[config.mk]
export PLATFORM = sky130hd
export DESIGN_NAME = rvCore
export DESIGN_NICKNAME = d
export VERILOG_FILES = /design/src/rvPkg.sv /design/src/execIf.sv /design/src/aluCore.sv /design/src/regFile.sv /design/src/instrDecode.sv /design/src/coreCtrl.sv /design/src/pcUnit.sv /design/src/rvCore.sv
export SDC_FILE = /design/constraint.sdc
export NUM_CORES = 2
export LEC_CHECK = 0
export BUFFER_PORTS_ARGS = -buffer_cell sky130_fd_sc_hd__buf_2
export CORE_MARGIN = 2
export CORE_UTILIZATION = 25
export DETAILED_ROUTE_END_ITERATION = 7
export GPL_TIMING_DRIVEN = 0
export SLEW_MARGIN = 20
export SYNTH_ARGS = -nofsm -noshare
export SYNTH_HDL_FRONTEND = slang
export SYNTH_SLANG_ARGS = --single-unit
[constraint.sdc]
create_clock -name clk -period 3.9 [get_ports clk]
set_input_delay 0.39 -clock clk [delete_from_list [all_inputs] [get_ports clk]]
set_output_delay 0.39 -clock clk [all_outputs]
set_load 0.02 [all_outputs]
[src/rvPkg.sv]
package rvPkg;

    // Data and address words
    typedef logic [31:0] wordT;
    typedef logic [4:0]  regAddrT;
    typedef logic [3:0]  aluOpT;

    typedef enum logic [1:0] {
        sFetch,
        sDecode,
        sExecute,
        sWriteback
    } ctrlStateT;

    // Arithmetic and logic codes
    localparam aluOpT aluAdd  = 4'b0000;
    localparam aluOpT aluSub  = 4'b1000;
    localparam aluOpT aluSll  = 4'b0001;
    localparam aluOpT aluSlt  = 4'b0010;
    localparam aluOpT aluSltu = 4'b0011;
    localparam aluOpT aluXor  = 4'b0100;
    localparam aluOpT aluSrl  = 4'b0101;
    localparam aluOpT aluSra  = 4'b1101;
    localparam aluOpT aluOr   = 4'b0110;
    localparam aluOpT aluAnd  = 4'b0111;

    // Branch compare codes
    localparam aluOpT aluBeq  = 4'b1001;
    localparam aluOpT aluBne  = 4'b1010;
    localparam aluOpT aluBlt  = 4'b1011;
    localparam aluOpT aluBge  = 4'b1100;
    localparam aluOpT aluBltu = 4'b1110;
    localparam aluOpT aluBgeu = 4'b1111;

    // Major opcodes handled by the core
    localparam logic [6:0] opcOp     = 7'b0110011;
    localparam logic [6:0] opcOpImm  = 7'b0010011;
    localparam logic [6:0] opcBranch = 7'b1100011;
    localparam logic [6:0] opcLui    = 7'b0110111;

    localparam wordT resetPc = 32'h0000_0000;
    localparam wordT pcStep  = 32'd4;

endpackage

[src/execIf.sv]
`timescale 1ns/1ns

interface execIf;
    import rvPkg::*;

    // Operands and operation from the decoder
    wordT    opA;
    wordT    opB;
    aluOpT   aluOp;
    logic    isBranch;
    logic    writeEn;
    regAddrT rd;

    // Registered execute outputs
    wordT    result;
    logic    takeBranch;

    modport decode (
        output opA, opB, aluOp, isBranch, writeEn, rd
    );

    modport alu (
        input  opA, opB, aluOp,
        output result, takeBranch
    );

    modport ctrl (
        input isBranch, writeEn, rd, result, takeBranch
    );

endinterface

[src/aluCore.sv]
`timescale 1ns/1ns

module aluCore (
    input  logic clk,
    input  logic rstN,
    input  logic exEn,
    execIf.alu   ex
);
    import rvPkg::*;

    wordT       aluOut;
    logic       branchHit;
    logic       signedLt;
    logic       unsignedLt;
    logic [4:0] shamt;

    assign shamt      = ex.opB[4:0];
    assign signedLt   = $signed(ex.opA) < $signed(ex.opB);
    assign unsignedLt = ex.opA < ex.opB;

    always_comb begin
        aluOut    = '0;
        branchHit = 1'b0;
        case (ex.aluOp)
            aluAdd:  aluOut = ex.opA + ex.opB;
            aluSub:  aluOut = ex.opA - ex.opB;
            aluSll:  aluOut = ex.opA << shamt;
            aluSlt:  aluOut = {31'b0, signedLt};
            aluSltu: aluOut = {31'b0, unsignedLt};
            aluXor:  aluOut = ex.opA ^ ex.opB;
            aluSrl:  aluOut = ex.opA >> shamt;
            // Sign bit must fill from the left
            aluSra:  aluOut = wordT'($signed(ex.opA) >>> shamt);
            aluOr:   aluOut = ex.opA | ex.opB;
            aluAnd:  aluOut = ex.opA & ex.opB;
            // Compares only since the target is built in the PC unit
            aluBeq:  branchHit = ex.opA == ex.opB;
            aluBne:  branchHit = ex.opA != ex.opB;
            aluBlt:  branchHit = signedLt;
            aluBge:  branchHit = !signedLt;
            aluBltu: branchHit = unsignedLt;
            aluBgeu: branchHit = !unsignedLt;
            default: begin
                aluOut    = '0;
                branchHit = 1'b0;
            end
        endcase
    end

    // Result held from execute through writeback
    always_ff @(posedge clk) begin
        if (exEn) begin
            ex.result <= aluOut;
        end
    end

    always_ff @(posedge clk or negedge rstN) begin
        if (!rstN) begin
            ex.takeBranch <= 1'b0;
        end else if (exEn) begin
            ex.takeBranch <= branchHit;
        end
    end

endmodule

[src/regFile.sv]
`timescale 1ns/1ns

module regFile (
    input  logic           clk,
    input  logic           rstN,
    input  rvPkg::regAddrT rs1,
    input  rvPkg::regAddrT rs2,
    input  logic           wbEn,
    input  rvPkg::regAddrT rd,
    input  rvPkg::wordT    wrData,
    output rvPkg::wordT    rs1Data,
    output rvPkg::wordT    rs2Data
);
    import rvPkg::*;

    // x0 has no storage
    wordT regs [1:31];

    always_ff @(posedge clk or negedge rstN) begin
        if (!rstN) begin
            for (int i = 1; i < 32; i++) begin
                regs[i] <= '0;
            end
        end else if (wbEn && (rd != '0)) begin
            regs[rd] <= wrData;
        end
    end

    // Index zero always reads back as zero
    always_comb begin
        if (rs1 == '0) begin
            rs1Data = '0;
        end else begin
            rs1Data = regs[rs1];
        end
    end

    always_comb begin
        if (rs2 == '0) begin
            rs2Data = '0;
        end else begin
            rs2Data = regs[rs2];
        end
    end

endmodule

[src/instrDecode.sv]
`timescale 1ns/1ns

module instrDecode (
    input  logic           clk,
    input  logic           rstN,
    input  logic           fetchEn,
    input  logic           decEn,
    input  rvPkg::wordT    instr,
    input  rvPkg::wordT    rs1Data,
    input  rvPkg::wordT    rs2Data,
    output rvPkg::regAddrT rs1,
    output rvPkg::regAddrT rs2,
    output rvPkg::wordT    branchOff,
    execIf.decode          ex
);
    import rvPkg::*;

    wordT       instrReg;
    logic [6:0] opcode;
    logic [2:0] funct3;
    logic       funct7b5;
    regAddrT    rdField;
    wordT       immI;
    wordT       immB;
    wordT       immU;

    wordT       nextOpA;
    wordT       nextOpB;
    aluOpT      nextAluOp;
    logic       nextIsBranch;
    logic       nextWriteEn;

    always_ff @(posedge clk) begin
        if (fetchEn) begin
            instrReg <= instr;
        end
    end

    // Instruction fields
    assign opcode   = instrReg[6:0];
    assign rdField  = instrReg[11:7];
    assign funct3   = instrReg[14:12];
    assign rs1      = instrReg[19:15];
    assign rs2      = instrReg[24:20];
    assign funct7b5 = instrReg[30];

    assign immI = {{20{instrReg[31]}}, instrReg[31:20]};
    assign immB = {{19{instrReg[31]}}, instrReg[31], instrReg[7],
                   instrReg[30:25], instrReg[11:8], 1'b0};
    assign immU = {instrReg[31:12], 12'b0};

    always_comb begin
        nextOpA      = rs1Data;
        nextOpB      = rs2Data;
        nextAluOp    = aluAdd;
        nextIsBranch = 1'b0;
        nextWriteEn  = 1'b0;
        case (opcode)
            opcOp: begin
                // funct7 bit 5 selects SUB and SRA
                nextAluOp   = {funct7b5 & (funct3 == 3'b000 || funct3 == 3'b101), funct3};
                nextWriteEn = rdField != '0;
            end
            opcOpImm: begin
                nextOpB     = immI;
                nextAluOp   = {funct7b5 & (funct3 == 3'b101), funct3};
                nextWriteEn = rdField != '0;
            end
            opcBranch: begin
                nextIsBranch = 1'b1;
                case (funct3)
                    3'b000:  nextAluOp = aluBeq;
                    3'b001:  nextAluOp = aluBne;
                    3'b100:  nextAluOp = aluBlt;
                    3'b101:  nextAluOp = aluBge;
                    3'b110:  nextAluOp = aluBltu;
                    3'b111:  nextAluOp = aluBgeu;
                    default: nextAluOp = aluAdd;
                endcase
            end
            opcLui: begin
                nextOpA     = '0;
                nextOpB     = immU;
                nextWriteEn = rdField != '0;
            end
            default: begin
                nextWriteEn = 1'b0;
            end
        endcase
    end

    always_ff @(posedge clk) begin
        if (decEn) begin
            ex.opA    <= nextOpA;
            ex.opB    <= nextOpB;
            ex.rd     <= rdField;
            branchOff <= immB;
        end
    end

    always_ff @(posedge clk or negedge rstN) begin
        if (!rstN) begin
            ex.aluOp    <= aluAdd;
            ex.isBranch <= 1'b0;
            ex.writeEn  <= 1'b0;
        end else if (decEn) begin
            ex.aluOp    <= nextAluOp;
            ex.isBranch <= nextIsBranch;
            ex.writeEn  <= nextWriteEn;
        end
    end

endmodule

[src/coreCtrl.sv]
`timescale 1ns/1ns

module coreCtrl (
    input  logic           clk,
    input  logic           rstN,
    execIf.ctrl            ex,
    output logic           fetchEn,
    output logic           decEn,
    output logic           exEn,
    output logic           wbEn,
    output logic           pcAdvance,
    output logic           retireValid,
    output rvPkg::regAddrT retireRd,
    output rvPkg::wordT    retireData
);
    import rvPkg::*;

    ctrlStateT state;
    ctrlStateT nextState;
    logic      inWriteback;

    // Fixed four-phase cycle with no stalls
    always_comb begin
        case (state)
            sFetch:     nextState = sDecode;
            sDecode:    nextState = sExecute;
            sExecute:   nextState = sWriteback;
            sWriteback: nextState = sFetch;
            default:    nextState = sFetch;
        endcase
    end

    always_ff @(posedge clk or negedge rstN) begin
        if (!rstN) begin
            state <= sFetch;
        end else begin
            state <= nextState;
        end
    end

    assign inWriteback = state == sWriteback;

    // One strobe per phase
    assign fetchEn   = state == sFetch;
    assign decEn     = state == sDecode;
    assign exEn      = state == sExecute;
    assign pcAdvance = inWriteback;

    // Register write only when the instruction has a destination
    assign wbEn = inWriteback && ex.writeEn;

    assign retireValid = inWriteback;

    always_comb begin
        if (ex.writeEn) begin
            retireRd   = ex.rd;
            retireData = ex.result;
        end else begin
            retireRd   = '0;
            retireData = '0;
        end
    end

endmodule

[src/pcUnit.sv]
`timescale 1ns/1ns

module pcUnit (
    input  logic        clk,
    input  logic        rstN,
    input  logic        pcAdvance,
    input  logic        takeBranch,
    input  rvPkg::wordT branchOff,
    output rvPkg::wordT pc,
    output rvPkg::wordT nextPc
);
    import rvPkg::*;

    // Branch target is PC relative
    always_comb begin
        if (takeBranch) begin
            nextPc = pc + branchOff;
        end else begin
            nextPc = pc + pcStep;
        end
    end

    always_ff @(posedge clk or negedge rstN) begin
        if (!rstN) begin
            pc <= resetPc;
        end else if (pcAdvance) begin
            pc <= nextPc;
        end
    end

endmodule

[src/rvCore.sv]
`timescale 1ns/1ns

module rvCore (
    input  logic           clk,
    input  logic           rstN,
    input  rvPkg::wordT    instr,
    output rvPkg::wordT    instrAddr,
    output logic           retireValid,
    output rvPkg::wordT    retirePc,
    output rvPkg::regAddrT retireRd,
    output rvPkg::wordT    retireData,
    output rvPkg::wordT    retireNextPc
);
    import rvPkg::*;

    execIf ex ();

    regAddrT rs1;
    regAddrT rs2;
    wordT    rs1Data;
    wordT    rs2Data;
    wordT    branchOff;
    wordT    pc;
    logic    fetchEn;
    logic    decEn;
    logic    exEn;
    logic    wbEn;
    logic    pcAdvance;
    logic    branchTaken;

    // Redirect only on a real branch instruction
    assign branchTaken = ex.isBranch && ex.takeBranch;

    assign instrAddr = pc;
    assign retirePc  = pc;

    instrDecode uDecode (
        .clk       (clk),
        .rstN      (rstN),
        .fetchEn   (fetchEn),
        .decEn     (decEn),
        .instr     (instr),
        .rs1Data   (rs1Data),
        .rs2Data   (rs2Data),
        .rs1       (rs1),
        .rs2       (rs2),
        .branchOff (branchOff),
        .ex        (ex.decode)
    );

    regFile uRegs (
        .clk     (clk),
        .rstN    (rstN),
        .rs1     (rs1),
        .rs2     (rs2),
        .wbEn    (wbEn),
        .rd      (ex.rd),
        .wrData  (ex.result),
        .rs1Data (rs1Data),
        .rs2Data (rs2Data)
    );

    aluCore uAlu (
        .clk  (clk),
        .rstN (rstN),
        .exEn (exEn),
        .ex   (ex.alu)
    );

    coreCtrl uCtrl (
        .clk         (clk),
        .rstN        (rstN),
        .ex          (ex.ctrl),
        .fetchEn     (fetchEn),
        .decEn       (decEn),
        .exEn        (exEn),
        .wbEn        (wbEn),
        .pcAdvance   (pcAdvance),
        .retireValid (retireValid),
        .retireRd    (retireRd),
        .retireData  (retireData)
    );

    pcUnit uPc (
        .clk        (clk),
        .rstN       (rstN),
        .pcAdvance  (pcAdvance),
        .takeBranch (branchTaken),
        .branchOff  (branchOff),
        .pc         (pc),
        .nextPc     (retireNextPc)
    );

endmodule

==> qor.yml <==
core.rowCount: 194
grt_overflow: 0
grt_max_degree: 140
async_reset_ff_share_pct: 88.1
fmax_mhz: 235
synth-seq-cells: 1172
cp-start-kind: "flop"
power_per_cell_area_nw_per_um2: 314
n_fill_cell: 28100
tightest_slew_ns: 1.30
path_cells: "buf_4, ha_1, clkbuf_1, a21oi_2, a21oi_1, or2_2, a21oi_4, o21ai_2, mux2i_1, or3_4, nor2_4, xnor2_1, buf_4"
final_nets: 5912
finalHoldViolations: 0
cp-end-kind: "output port"
vias_per_cell: 5.52
utilization_pct: 29.6
synth-seq-area-share_pct: 42.8
synth_top_area_share_pct: 36.8
critical_path_class: "flop to output port"
slew_headroom_pct: 13.1
p_leak_nw: 36.0
grt_pass1_vias: 52200
register_area_um2: 30000
rsz0062_at_grt: "yes"
ios: 168
antenna_found_initial: 23
dp_hpwl_um: 215000
cts_tree: "done"
yosys_warnings: 0
cts.sinks: 1172
layout_setup_ws_ns: -0.363
period_share_pct: 109
crit_path_top_delay_cell: "edfxtp_1"
gp_congestion: 1.02
syn_inst: 5324
io_buffer_count: 164
power.total_w: 0.0259
clkTransAtPathRegs_ns: 0.06
hold_path_class: "input pin to async pin"
cts_root_buf: "clkbuf_16"
cpPeakStageDelay_ns: 0.47
min_period_ns: 4.26
fin_skew_ns: 0.115
htree_levels: 3
arrival_ns: 3.87
crit_top_cell: "buf_4"
drt_iter0_markers: 6011
r2r_slack_ns: -0.09
netlist_area_um2: 70200
clock_latency_ns: 0.84
via_count: 52900
core_um2: 279000
dp_slack_ns: -2.13
yosys.area.top_type: "dfrtp_1"
synthFlopType: "dfrtp_1"
track_usage_pct: 19.7
grt_pass1_wl_um: 404000
finalMaxSlewViolations: 0
wl_per_cell_um: 30.2
synth_edf_count: 140
reg2reg_depth: 7
die_h_um: 534
drv_cap: 0
irDropWorstVdd_uv: 368
synth.area.top_cells: "dfrtp_1, mux4_2, mux2_2"
multi_input_area_um2: 38600
start_util_pct: 25.1
final-setup-viol-count: 25
drt.antenna.violating_nets: 0
status: "finished, violations left"
cts_buffers: 118
drc_errors: 0
worstPathMaxFanout: 7
syn_avg_cell_area_um2: 13.2
finalWirelength_um: 289000
drt_first_pass_iters: 7
cp.required_ns: 3.51
cts.path.max_buffers: 3
die-area_um2: 285000
syn_to_final_growth_pct: 17.8
synth.distinct_cells: 88
drive_above_1_share_pct: 43.6
violations: "negative setup slack"
die_width_um: 534
[routing by layer]
metal / GRT usage, % / share of wire [%]
met1: 26.2 / 41
met2: 28.8 / 43
met3: 5.98 / 10
met4: 10.2 / 6.1
met5: 0.333 / 0.092
[flip-flops by register name, summed over array words and instances, names as in the netlist, 2 cells and up]
signal,cells
uDecode.ex.rd,4
uDecode.branchOff,8
uCtrl.state,2
uAlu.ex.result,32
uDecode.instrReg,32
uPc.pc,31
uDecode.ex.opA,32
uDecode.ex.aluOp,4
uDecode.ex.opB,32
uRegs.regs,992
[per-stage QoR]
step / cell area, um2 / setup TNS (ns) / hold slack [ns] / cells
after global routing: 82700 / -5.24 / 0.263 / 9569
after CTS: 82000 / -4.66 / 0.243 / 9530
after floorplan: 70200 / 0 / 0.0944 / 5326
after detailed placement: 76200 / -68.46 / 0.435 / 9233
final: 82700 / -3.76 / 0.233 / 9577
after global placement: 75700 / - / 0.436 / 9214
[layout make-up]
type | instances | share of cell area, %
Sequential cell | 1172 | 36.3
Buffer | 516 | 3.02
Clock buffer | 167 | 4.17
Tap cell | 3724 | 5.64
Inverter | 116 | 0.561
Clock inverter | 55 | 0.775
Antenna cell | 9 | 0.0272
Multi-Input combinational cell | 3514 | 46.7
Timing Repair Buffer | 304 | 2.80
[power by group]
part | internal [W] | switching [W] | total (W)
combinational | 0.000379 | 0.00100 | 0.00138
clock | 0.00677 | 0.00537 | 0.0121
sequential | 0.0124 | 0.0000366 | 0.0124
[cell usage after synthesis, drive strengths merged, types with 16 or more instances]
| master | n |
|---|---|
| nand2 | 209 |
| o21bai | 25 |
| buf | 166 |
| o22ai | 17 |
| a21o | 32 |
| mux4 | 587 |
| o31ai | 16 |
| mux2 | 1089 |
| mux2i | 129 |
| nor2b | 20 |
| xnor2 | 46 |
| o211ai | 34 |
| a221oi | 23 |
| inv | 113 |
| and2 | 44 |
| nand3 | 50 |
| a22o | 64 |
| a22oi | 20 |
| clkbuf | 358 |
| o21ai | 206 |
| nand2b | 23 |
| and3 | 19 |
| nor2 | 251 |
| xor2 | 25 |
| dfrtp | 1032 |
| ha | 133 |
| a211oi | 24 |
| nor3 | 39 |
| a21oi | 191 |
| edfxtp | 140 |
| a31oi | 17 |
[timing repair]
item / CTS / global route
endpoints found under the hold margin: 149 / 0
pin swaps: 55 / 53
cloned: 0 / 1
setup endpoints to repair: 233 / 194
resized for setup: 268 / 126
hold buffers: 33 / 0
buffers inserted: 46 / 43
[worst paths after layout]
check                                 startpoint                   end
max                        uDecode.branchOff[12]      retireNextPc[31]
min in group clk                       instr[17]  uDecode.instrReg[17]
min reg2reg                  uDecode.instrReg[8]      uDecode.ex.rd[1]
max reg2reg                 uDecode.instrReg[21]    uDecode.ex.opB[11]
max in group asynchronous                   rstN       uRegs.regs[684]
min                                         rstN            uPc.pc[29]
[critical path, delay by kind of cell, from the launching register on]
| family | cells | cell delay [ns] |
|---|---|---|
| adder cells (fa/ha/maj) | 1 | 0.27 |
| flip-flops | 1 | 0.47 |
| AND/OR/NAND/NOR | 3 | 0.84 |
| multiplexers | 1 | 0.13 |
| buffers and inverters | 3 | 0.57 |
| AO/OA/AOI/OAI | 4 | 0.65 |
| XOR/XNOR | 1 | 0.14 |
[cells by family after synthesis]
group / synth area share, %
AO/OA/AOI/OAI: 7.31
XOR/XNOR: 0.886
adder cells (fa/ha/maj): 2.46
buffers and inverters: 3.73
flip-flops: 42.8
multiplexers: 38.1
other: 0.00534
AND/OR/NAND/NOR: 4.69
[placed cells by master (no fill, tap or decap), types with 119 or more instances in the layout]
cell	count
nor2_1	245
buf_2	215
ha_1	120
mux4_2	587
nand2_1	206
edfxtp_1	140
o21ai_0	176
mux2_2	1088
clkbuf_1	271
buf_4	134
a21oi_1	168
dfrtp_1	1028
clkbuf_16	119
Note: power is estimated with default switching activity, not from simulation.
